<file path="src/source/mag_pkg.sv">
/*
 * Magnitude estimator shared definitions
 */
package mag_pkg;

  // ====================
  // Widths
  // ====================
  localparam int SAMP_W = 16;
  // One extra bit for the weighted sum
  localparam int MAG_W  = SAMP_W + 1;

  // ====================
  // Coefficients
  // ====================
  // Alpha = 15/16, beta = 15/32
  localparam int ALPHA_NUM   = 15;
  localparam int ALPHA_SHIFT = 4;
  localparam int BETA_NUM    = 15;
  localparam int BETA_SHIFT  = 5;

  // ====================
  // Buffering and credits
  // ====================
  localparam int FIFO_DEPTH  = 4;
  localparam int OUT_CREDITS = 2;

  localparam int FIFO_PTR_W = (FIFO_DEPTH > 1) ? $clog2(FIFO_DEPTH) : 1;
  localparam int FIFO_CNT_W = $clog2(FIFO_DEPTH + 1);
  // Wide enough for the larger of the two initial credit counts
  localparam int CREDIT_W =
    $clog2(((FIFO_DEPTH > OUT_CREDITS) ? FIFO_DEPTH : OUT_CREDITS) + 1);

  // ====================
  // Payloads
  // ====================
  typedef struct packed {
    logic signed [SAMP_W-1:0] i;
    logic signed [SAMP_W-1:0] q;
    logic                     last;
  } iq_sample_t;

  typedef struct packed {
    logic [SAMP_W-1:0] i_abs;
    logic [SAMP_W-1:0] q_abs;
    logic              last;
  } iq_abs_t;

  typedef struct packed {
    logic [SAMP_W-1:0] max_val;
    logic [SAMP_W-1:0] min_val;
    logic              last;
  } max_min_t;

  typedef struct packed {
    logic [MAG_W-1:0] mag;
    logic             last;
  } mag_out_t;

endpackage

</file>
<file path="src/source/abs_stage.sv">
/*
 * Absolute value stage
 */
module abs_stage (
  input  logic                 clk,
  input  logic                 i_rst,
  input  mag_pkg::iq_sample_t  i_data,
  input  logic                 i_avail,
  input  logic                 i_credit,
  output logic                 o_pop,
  output logic                 o_valid,
  output mag_pkg::iq_abs_t     o_data
);

  import mag_pkg::*;

  logic              can_send;
  logic [SAMP_W-1:0] i_mag;
  logic [SAMP_W-1:0] q_mag;

  credit_counter #(
    .INIT_CREDITS(FIFO_DEPTH)
  ) u_credit_counter (
    .clk       (clk),
    .i_rst     (i_rst),
    .i_send    (o_pop),
    .i_credit  (i_credit),
    .o_can_send(can_send)
  );

  assign o_pop = i_avail && can_send;

  // Two's complement negate, -32768 comes out as 32768 unsigned
  assign i_mag = i_data.i[SAMP_W-1] ? SAMP_W'(-i_data.i) : SAMP_W'(i_data.i);
  assign q_mag = i_data.q[SAMP_W-1] ? SAMP_W'(-i_data.q) : SAMP_W'(i_data.q);

  always_ff @(posedge clk) begin
    if (i_rst) begin
      o_valid <= 1'b0;
    end else begin
      o_valid <= o_pop;
    end
  end

  always_ff @(posedge clk) begin
    if (o_pop) begin
      o_data.i_abs <= i_mag;
      o_data.q_abs <= q_mag;
      o_data.last  <= i_data.last;
    end
  end

endmodule

</file>
<file path="src/source/credit_counter.sv">
/*
 * Sender credit counter
 */
module credit_counter #(
  parameter int INIT_CREDITS = mag_pkg::FIFO_DEPTH
) (
  input  logic clk,
  input  logic i_rst,
  input  logic i_send,
  input  logic i_credit,
  output logic o_can_send
);

  import mag_pkg::*;

  logic [CREDIT_W-1:0] credits;

  // ====================
  // Credit tracking
  // ====================
  // Starts at the receiver's capacity
  always_ff @(posedge clk) begin
    if (i_rst) begin
      credits <= CREDIT_W'(INIT_CREDITS);
    end else begin
      case ({i_send, i_credit})
        // Spend one
        2'b10: begin
          credits <= credits - 1'b1;
        end
        // Receiver freed an entry
        2'b01: begin
          credits <= credits + 1'b1;
        end
        // Idle, or a send and a return cancel out
        default: begin
          credits <= credits;
        end
      endcase
    end
  end

  assign o_can_send = (credits != '0);

endmodule

</file>
<file path="src/source/credit_fifo.sv">
/*
 * Credit-returning stage buffer
 */
module credit_fifo #(
  parameter type T = mag_pkg::iq_sample_t
) (
  input  logic clk,
  input  logic i_rst,
  input  logic i_valid,
  input  T     i_data,
  input  logic i_pop,
  output logic o_avail,
  output T     o_data,
  output logic o_credit
);

  import mag_pkg::*;

  T                      mem [FIFO_DEPTH];
  logic [FIFO_PTR_W-1:0] wr_ptr;
  logic [FIFO_PTR_W-1:0] rd_ptr;
  logic [FIFO_CNT_W-1:0] count;

  // Circular increment, depth need not be a power of two
  function automatic logic [FIFO_PTR_W-1:0] next_ptr(input logic [FIFO_PTR_W-1:0] ptr);
    logic [FIFO_PTR_W-1:0] nxt;
    if (ptr == FIFO_PTR_W'(FIFO_DEPTH - 1)) begin
      nxt = '0;
    end else begin
      nxt = ptr + 1'b1;
    end
    return nxt;
  endfunction

  // ====================
  // Storage
  // ====================
  // The sender never writes without credit, so a write always finds room
  always_ff @(posedge clk) begin
    if (i_valid) begin
      mem[wr_ptr] <= i_data;
    end
  end

  // ====================
  // Pointers and occupancy
  // ====================
  always_ff @(posedge clk) begin
    if (i_rst) begin
      wr_ptr <= '0;
      rd_ptr <= '0;
      count  <= '0;
    end else begin
      if (i_valid) begin
        wr_ptr <= next_ptr(wr_ptr);
      end
      if (i_pop) begin
        rd_ptr <= next_ptr(rd_ptr);
      end
      case ({i_valid, i_pop})
        2'b10:   count <= count + 1'b1;
        2'b01:   count <= count - 1'b1;
        default: count <= count;
      endcase
    end
  end

  // One credit back upstream for each freed entry
  always_ff @(posedge clk) begin
    if (i_rst) begin
      o_credit <= 1'b0;
    end else begin
      o_credit <= i_pop;
    end
  end

  // Head entry
  assign o_avail = (count != '0);
  assign o_data  = mem[rd_ptr];

endmodule

</file>
<file path="src/source/mag_approx_top.sv">
/*
 * Streaming magnitude estimator
 */
module mag_approx_top (
  input  logic                 clk,
  input  logic                 i_rst,
  input  logic                 i_valid,
  input  mag_pkg::iq_sample_t  i_sample,
  input  logic                 i_credit,
  output logic                 o_credit,
  output logic                 o_valid,
  output mag_pkg::mag_out_t    o_mag
);

  import mag_pkg::*;

  // Buffer 0 to abs
  iq_sample_t buf0_data;
  logic       buf0_avail;
  logic       buf0_pop;

  // Abs to buffer 1 to sort
  logic       abs_valid;
  iq_abs_t    abs_data;
  iq_abs_t    buf1_data;
  logic       buf1_avail;
  logic       buf1_pop;
  logic       buf1_credit;

  // Sort to buffer 2 to combine
  logic       sort_valid;
  max_min_t   sort_data;
  max_min_t   buf2_data;
  logic       buf2_avail;
  logic       buf2_pop;
  logic       buf2_credit;

  // ====================
  // Absolute value
  // ====================
  credit_fifo #(.T(iq_sample_t)) u_buf0 (
    .clk(clk), .i_rst(i_rst), .i_valid(i_valid), .i_data(i_sample),
    .i_pop(buf0_pop), .o_avail(buf0_avail), .o_data(buf0_data), .o_credit(o_credit)
  );

  abs_stage u_abs_stage (
    .clk(clk), .i_rst(i_rst), .i_data(buf0_data), .i_avail(buf0_avail),
    .i_credit(buf1_credit), .o_pop(buf0_pop), .o_valid(abs_valid), .o_data(abs_data)
  );

  // ====================
  // Sort
  // ====================
  credit_fifo #(.T(iq_abs_t)) u_buf1 (
    .clk(clk), .i_rst(i_rst), .i_valid(abs_valid), .i_data(abs_data),
    .i_pop(buf1_pop), .o_avail(buf1_avail), .o_data(buf1_data), .o_credit(buf1_credit)
  );

  sort_stage u_sort_stage (
    .clk(clk), .i_rst(i_rst), .i_data(buf1_data), .i_avail(buf1_avail),
    .i_credit(buf2_credit), .o_pop(buf1_pop), .o_valid(sort_valid), .o_data(sort_data)
  );

  // ====================
  // Weighted sum
  // ====================
  credit_fifo #(.T(max_min_t)) u_buf2 (
    .clk(clk), .i_rst(i_rst), .i_valid(sort_valid), .i_data(sort_data),
    .i_pop(buf2_pop), .o_avail(buf2_avail), .o_data(buf2_data), .o_credit(buf2_credit)
  );

  // Last stage spends the external sink's credits
  mag_combine_stage u_mag_combine_stage (
    .clk(clk), .i_rst(i_rst), .i_data(buf2_data), .i_avail(buf2_avail),
    .i_credit(i_credit), .o_pop(buf2_pop), .o_valid(o_valid), .o_data(o_mag)
  );

endmodule

</file>
<file path="src/source/mag_combine_stage.sv">
/*
 * Weighted sum stage
 */
module mag_combine_stage (
  input  logic                clk,
  input  logic                i_rst,
  input  mag_pkg::max_min_t   i_data,
  input  logic                i_avail,
  input  logic                i_credit,
  output logic                o_pop,
  output logic                o_valid,
  output mag_pkg::mag_out_t   o_data
);

  import mag_pkg::*;

  logic             can_send;
  logic [MAG_W-1:0] max_scaled;
  logic [MAG_W-1:0] min_scaled;
  logic [MAG_W-1:0] mag_sum;

  // Credits toward the external sink
  credit_counter #(
    .INIT_CREDITS(OUT_CREDITS)
  ) u_credit_counter (
    .clk       (clk),
    .i_rst     (i_rst),
    .i_send    (o_pop),
    .i_credit  (i_credit),
    .o_can_send(can_send)
  );

  assign o_pop = i_avail && can_send;

  // ====================
  // Weighted sum
  // ====================
  // Truncating shift first, then the small numerator
  assign max_scaled = MAG_W'(ALPHA_NUM) * MAG_W'(i_data.max_val >> ALPHA_SHIFT);
  assign min_scaled = MAG_W'(BETA_NUM) * MAG_W'(i_data.min_val >> BETA_SHIFT);

  // Peak stays below 2**MAG_W
  assign mag_sum = max_scaled + min_scaled;

  always_ff @(posedge clk) begin
    if (i_rst) begin
      o_valid <= 1'b0;
    end else begin
      o_valid <= o_pop;
    end
  end

  always_ff @(posedge clk) begin
    if (o_pop) begin
      o_data.mag  <= mag_sum;
      o_data.last <= i_data.last;
    end
  end

endmodule

</file>
<file path="src/source/sort_stage.sv">
/*
 * Max and min sort stage
 */
module sort_stage (
  input  logic                clk,
  input  logic                i_rst,
  input  mag_pkg::iq_abs_t    i_data,
  input  logic                i_avail,
  input  logic                i_credit,
  output logic                o_pop,
  output logic                o_valid,
  output mag_pkg::max_min_t   o_data
);

  import mag_pkg::*;

  logic can_send;
  logic i_is_max;

  credit_counter #(
    .INIT_CREDITS(FIFO_DEPTH)
  ) u_credit_counter (
    .clk       (clk),
    .i_rst     (i_rst),
    .i_send    (o_pop),
    .i_credit  (i_credit),
    .o_can_send(can_send)
  );

  assign o_pop = i_avail && can_send;

  // Ties go to I
  assign i_is_max = (i_data.i_abs >= i_data.q_abs);

  always_ff @(posedge clk) begin
    if (i_rst) begin
      o_valid <= 1'b0;
    end else begin
      o_valid <= o_pop;
    end
  end

  always_ff @(posedge clk) begin
    if (o_pop) begin
      o_data.max_val <= i_is_max ? i_data.i_abs : i_data.q_abs;
      o_data.min_val <= i_is_max ? i_data.q_abs : i_data.i_abs;
      o_data.last    <= i_data.last;
    end
  end

endmodule

</file>
<file path="config.mk">
export PLATFORM = sky130hd
export DESIGN_NAME = mag_approx_top
export DESIGN_NICKNAME = d
export VERILOG_FILES = /design/src/source/mag_pkg.sv /design/src/source/abs_stage.sv /design/src/source/credit_counter.sv /design/src/source/credit_fifo.sv /design/src/source/mag_approx_top.sv /design/src/source/mag_combine_stage.sv /design/src/source/sort_stage.sv
export SDC_FILE = /design/constraint.sdc
export NUM_CORES = 1
export LEC_CHECK = 0
export BUFFER_PORTS_ARGS = -buffer_cell sky130_fd_sc_hd__clkbuf_2
export CAP_MARGIN = 20
export CORE_ASPECT_RATIO = 0.7
export CORE_MARGIN = 4
export CORE_UTILIZATION = 30
export DETAILED_ROUTE_END_ITERATION = 10
export GPL_TIMING_DRIVEN = 0
export PLACE_DENSITY = 0.44
export SETUP_SLACK_MARGIN = 0.2
export SLEW_MARGIN = 20
export SYNTH_ARGS = -nofsm -noshare
export SYNTH_HDL_FRONTEND = slang
export SYNTH_SLANG_ARGS = --single-unit
</file>
<file path="constraint.sdc">
create_clock -name clk -period 8.1 [get_ports clk]
set_input_delay 0.81 -clock clk [delete_from_list [all_inputs] [get_ports clk]]
set_output_delay 0.81 -clock clk [all_outputs]
set_load 0.01 [all_outputs]
</file>
# [Yosys cells after proc, flatten, opt, wreduce, memory -nomap -nowiden]
# Memories as Yosys holds them, arrays and structs flattened. A register that Yosys moved wholly into a read port is not among the register bits.
# Cells that the tools add are included.
[word_totals] ff_bits=117 latch_bits=0 ram_bits=396 rom_bits=0 input_bits=37 output_inout_bits=20 elab_cells=113 memories=3
[classes] n_addsub=21 mul=2 div_mod_pow=0 order_cmp=1 eq_ne=18 shifts=0 mux=28 n_bitwise=0 n_reduce_logical=15
[memory_table] memory="u_buf0.mem" words=4 word_bits=33 read_ports=1 rd_ports_with_merged_regs=1 wr=1 line="credit_fifo.sv:19" rtl="T mem [FIFO_DEPTH];"
[memory_table] memory="u_buf1.mem" words=4 word_bits=33 read_ports=1 rd_ports_with_merged_regs=1 wr=1 line="credit_fifo.sv:19"
[memory_table] memory="u_buf2.mem" words=4 word_bits=33 read_ports=1 rd_ports_with_merged_regs=1 wr=1 line="credit_fifo.sv:19"
[ops] op="3-bit one-hot mux with 2 select lines" n=6
[ops] op="16-bit 2-to-1 mux" n=2
[ops] op="16-bit negator" n=2
[ops] op="15-bit 2-to-1 mux" n=2
[ops] op="2-bit equality test, second input constant" n=12
[ops] op="2-bit 2-to-1 mux" n=12
[ops] op="3-bit by 1-bit adder with 3-bit output, second input constant" n=6
[ops] op="3-bit nonzero test" n=6
[ops] op="3-bit by 1-bit subtractor with 3-bit output, second input constant" n=6
[ops] op="17-bit adder" n=1
[ops] op="16-bit greater-or-equal comparator" n=1
[ops] op="4-bit by 12-bit multiplier with 16-bit output, first input constant" n=1
[ops] op="4-bit by 11-bit multiplier with 15-bit output, first input constant" n=1
[ops] op="2-bit by 1-bit adder with 2-bit output, second input constant" n=6
[ops] op="2-bit by 1-bit equality test with 1-bit output, second input constant" n=6
[ops] op="2-bit nonzero test" n=6
[ops] op="1-bit 2-to-1 mux" n=6
[ops] op="1-bit logical AND" n=3

# [Depth between registers and ports, before layout]
[depth] depth_word=4 mapped_depth=22 mapped_depth_nobuf=20

# [Cells and area by module]
# Synthesis repeated with hierarchy kept, for this count alone.
[unflattened] hier_cells=1231 hier_area_um2=22922.0
[by_module_without_submodules] mod="credit_fifo" n_inst=3 cells_per_inst=218 area_per_inst_um2=5268.8 seq_area_each_um2=4164.0
[by_module_without_submodules] mod="mag_combine_stage" n_inst=1 cells_per_inst=279 area_per_inst_um2=3074.2 seq_area_each_um2=560.5
[by_module_without_submodules] mod="sort_stage" n_inst=1 cells_per_inst=128 area_per_inst_um2=1945.6 seq_area_each_um2=1011.0
[by_module_without_submodules] mod="abs_stage" n_inst=1 cells_per_inst=122 area_per_inst_um2=1616.6 seq_area_each_um2=1011.0
[by_module_without_submodules] mod="credit_counter at u_abs_stage.u_credit_counter ..." n_inst=2 cells_per_inst=16 area_per_inst_um2=160.2 seq_area_each_um2=60.1
[by_module_without_submodules] mod="credit_counter at u_mag_combine_stage.u_credit_counter" n_inst=1 cells_per_inst=16 area_per_inst_um2=158.9 seq_area_each_um2=60.1

# [Worst setup path before layout]
# No wires, ideal clock.
[synth_path] path_type="register to register" from="register (tool-made name)" to="register u_mag_combine_stage.o_data[17] (netlist bit), data pin" setup_ns=0.274 arrival_ns=5.383 path_slack_ns=2.443 path_stages_with_launch=23 n_path_buf=2 cell_sequence="dfxtp_1 clkbuf_1 buf_2 mux4_2 inv_1 fa_1 fa_1 inv_1 ha_1 a21o_1 a21o_1 o21ai_0 nand2b_1 a21oi_1 xnor2_1 ha_1 a21oi_1 nand2_1 nor3_1 a21oi_1 a31o_2 a2111oi_0 nor4_1"
[synth_lines] element="end, declared" line="mag_combine_stage.sv:12" rtl="output mag_pkg::mag_out_t o_data"

==> impl_results.md <==
- Outcome: completed
- Period utilization: 82.52%
- Core area: 70030 sq um
- Die Ht: 230.6 um
- Worst Hold Class: in -> reg
- Setup Crit Path Kind: reg -> reg
- Count leader, synth: edfxtp_1
- Post-Route WL: 42.44 mm
- R2R cell count: 22
- Cell mode on critical path: a21oi_1
- Crit-path slowest cell: mux4_2
- Via count: 10540
- Synth top cells by count: edfxtp_1, inv_1, ha_1
- Detail Route Antenna Nets: 0
- Mapped Area: 21240 sq um
- Syn Area/Cell: 16.83 sq um
- Vias in the first global route: 10930
- Syn nets: 1437
- Setup Buffers After CTS: 0
- Slew Viols, Final: 0
- Total gr overflow: 0
- Gr busiest metal: met1
- H-tree levels: 2
- CP top delay family: compound AO/OA/AOI/OAI gates
- Die area: 75190 sq um
- FF-to-FF setup slack: 1420 ps
- Top post-synthesis cells by area: edfxtp_1, mux4_2, ha_1, fa_1, dfxtp_1
- Ys flop type: edfxtp_1
- Overall Global Routing Usage: 11.49%
- Max Fanout on Critical Path: 10
- Min-Delay Path Depth: 1
- Drt pass-1 iters: 4
- CP max stage delay: 630 ps
- Critical Path, Cell by Cell: clkbuf_1 > buf_2 > mux4_2 > inv_1 > fa_1 > fa_1 > inv_1 > ha_1 > a21o_1 > a21o_1 > o21ai_0 > nand2b_1 > a21oi_1 > xnor2_1 > ha_1 > a21oi_1 > nand2_1 > nor3_1 > a21oi_1 > a31o_2 > a2111oi_0 > nor4_1
- Async SR Flop Fraction: 0%
- Synthesized flop and latch total: 474
- Max Cap Viol: 0
- Count of different cell masters after synthesis: 61
- Max_slew headroom: 32.44%
- Crit path time final: 6684 ps
- Row Count: 81
- Clock Pin Slew Worst Setup and Hold Paths: 60 ps
- CP arrival: 7000 ps
- Clk_skew: 25.70 ps
- Top-area cell type share of the netlist area: 61.49%
- Hold Fails Final Rpt: 0
- Nets: 1557
- Clk buf depth: 3
- Startpoint types: register
- CTS resizes: 0
- Worst endpoint required time: 8410 ps
- Met2 Use GR: 16.44%
- Synth Instances: 1262
- Layout cells sized above 1: 19.68%
- CTS Buf Count: 51
- First-pass GRT wire length: 66.46 mm
- Crit end category: register
- Gpl congestion: 0.7254
- RSZ-0062 raised after global routing: false
- Cts hold-fix bufs: 0
- Met3 Use GR: 2.069%
- Die width: 326.0 um
- Worst Hold End: u_buf0.mem[3][6]$_DFFE_PP_
- CTS root buf: clkbuf_16
- Initial core utilization: 30.33%
- Initial antenna violation count: 0
- Pin count of the biggest net entering global routing: 27
- WL/cell: 17.85 um
- Hold Startpoint: i_sample[6]
- # setup viols final: 0
- Number of synthesized flops with an enable pin: 435
- Post-synthesis sequential area ratio: 65.17%
- CTS tree: built
- Grt met1 use: 17.81%
- Area leader, netlist: edfxtp_1
- Buf+Inv Stages, Crit Path: 4
- Total clock sinks: 474
- Port Buffers: 56
- Fmax: 149.6 MHz
- P&R area growth vs syn: 15.53%
- Hpwl dp: 30.02 mm
- Measured slew at the worst slew-check pin: 1007 ps
- DRT iter0 DRCs: 661
- Worst-Skew Late Latency: 600 ps
- Setup_tns: 0 ps
- R2R Path End: u_mag_combine_stage.o_data[17]$_DFFE_PP_
- Number of vias per cell: 4.433
- Yosys warns: 0
- I/O pin count: 57
- Remaining DRCs: 0
## through the flow
stage                     worst slack, ps  util, %  hold slack (ps)  area, sq um  instances
after global routing                823.8    35.04            398.9        24540       2377
final                                1416    35.04            428.5        24540       2378
after detailed placement             1390    32.77            473.1        22950       2283
after CTS                            1350    35.03            377.7        24530       2377
after floorplan                      2443        -            453.8        21240       1262
after global placement               1436    32.44            466.6        22720       2272
## layout by cell type (no fill, tap or decap), drive strengths merged, types with 3 or more instances in the layout
cell type and instances:
ha 91, a21oi 52, o21a 11, fa 47, nor2b 7, nand2 24
o21ai 26, clkinv 14, xor2 41, mux4 88, inv 121, buf 28
dfxtp 39, nor3 18, mux2i 7, a21o 13, edfxtp 435, nor3b 4
o31ai 3, nor2 65, clkbuf 142, xnor2 29, nand3 7, a31oi 6
and3 8, mux2 27, and2 14, nand2b 8, or3 10, a211oi 5
## how the worst max path moves through the flow
stage,endpoint,depth (start not counted),slack [ps],startpoint
2_1_floorplan,u_mag_combine_stage.o_data[17]$_DFFE_PP_,22,2440,register
3_3_place_gp,u_mag_combine_stage.o_data[17]$_DFFE_PP_,22,1440,register
3_5_place_dp,u_mag_combine_stage.o_data[17]$_DFFE_PP_,22,1390,register
4_1_cts,u_mag_combine_stage.o_data[17]$_DFFE_PP_,22,1350,register
5_1_grt,u_mag_combine_stage.o_data[17]$_DFFE_PP_,22,820,register
6_report,u_mag_combine_stage.o_data[17]$_DFFE_PP_,22,1420,register
## cell type report
class / instances / area, sq um
Inverter: 119 / 446.7
Tap cell: 954 / 1194
Buffer: 29 / 148.9
Fill cell: 6626 / 45490
Sequential cell: 474 / 13840
Antenna cell: 1 / 2.502
Timing Repair Buffer: 67 / 500.5
Clock inverter: 20 / 177.7
Clock buffer: 74 / 1404
Multi-Input combinational cell: 640 / 6823
## state kept, by name, summed over array words and instances (netlist names), named ones only
register                                      flops
u_abs_stage.o_data                               33
u_abs_stage.o_valid                               1
u_abs_stage.u_credit_counter.credits              3
u_buf0.count                                      3
u_buf0.mem                                      132
u_buf0.rd_ptr                                     2
u_buf0.wr_ptr                                     2
u_buf1.count                                      3
u_buf1.mem                                      132
u_buf1.rd_ptr                                     2
u_buf1.wr_ptr                                     2
u_buf2.count                                      3
u_buf2.mem                                       96
u_buf2.o_credit                                   1
u_buf2.rd_ptr                                     2
u_buf2.wr_ptr                                     2
u_mag_combine_stage.o_data                       18
u_mag_combine_stage.u_credit_counter.credits      3
u_sort_stage.o_data                              24
u_sort_stage.o_valid                              1
u_sort_stage.u_credit_counter.credits             3
## logic make-up after synthesis
group                      after synthesis  synth area share (%)
adders and majority gates              138                 9.790
muxes                                  122                 11.09
buffers and inverters                  148                 2.804
DFF                                    474                 65.17
xor gates and xnor gates                70                 2.886
AOI/OAI and AO/OA                      134                 3.982
and+or+nand+nor                        176                 4.276
## metal layers
layer  vias up  wire (um)
met5         -          0
met4         0        855
met3        55       1280
met2       123      17820
met1      5351      22490
li1       5012          -
Power is left out: the tool's default activity adds up to more than one toggle a clock period on the data nets, which glitch-free logic cannot reach.
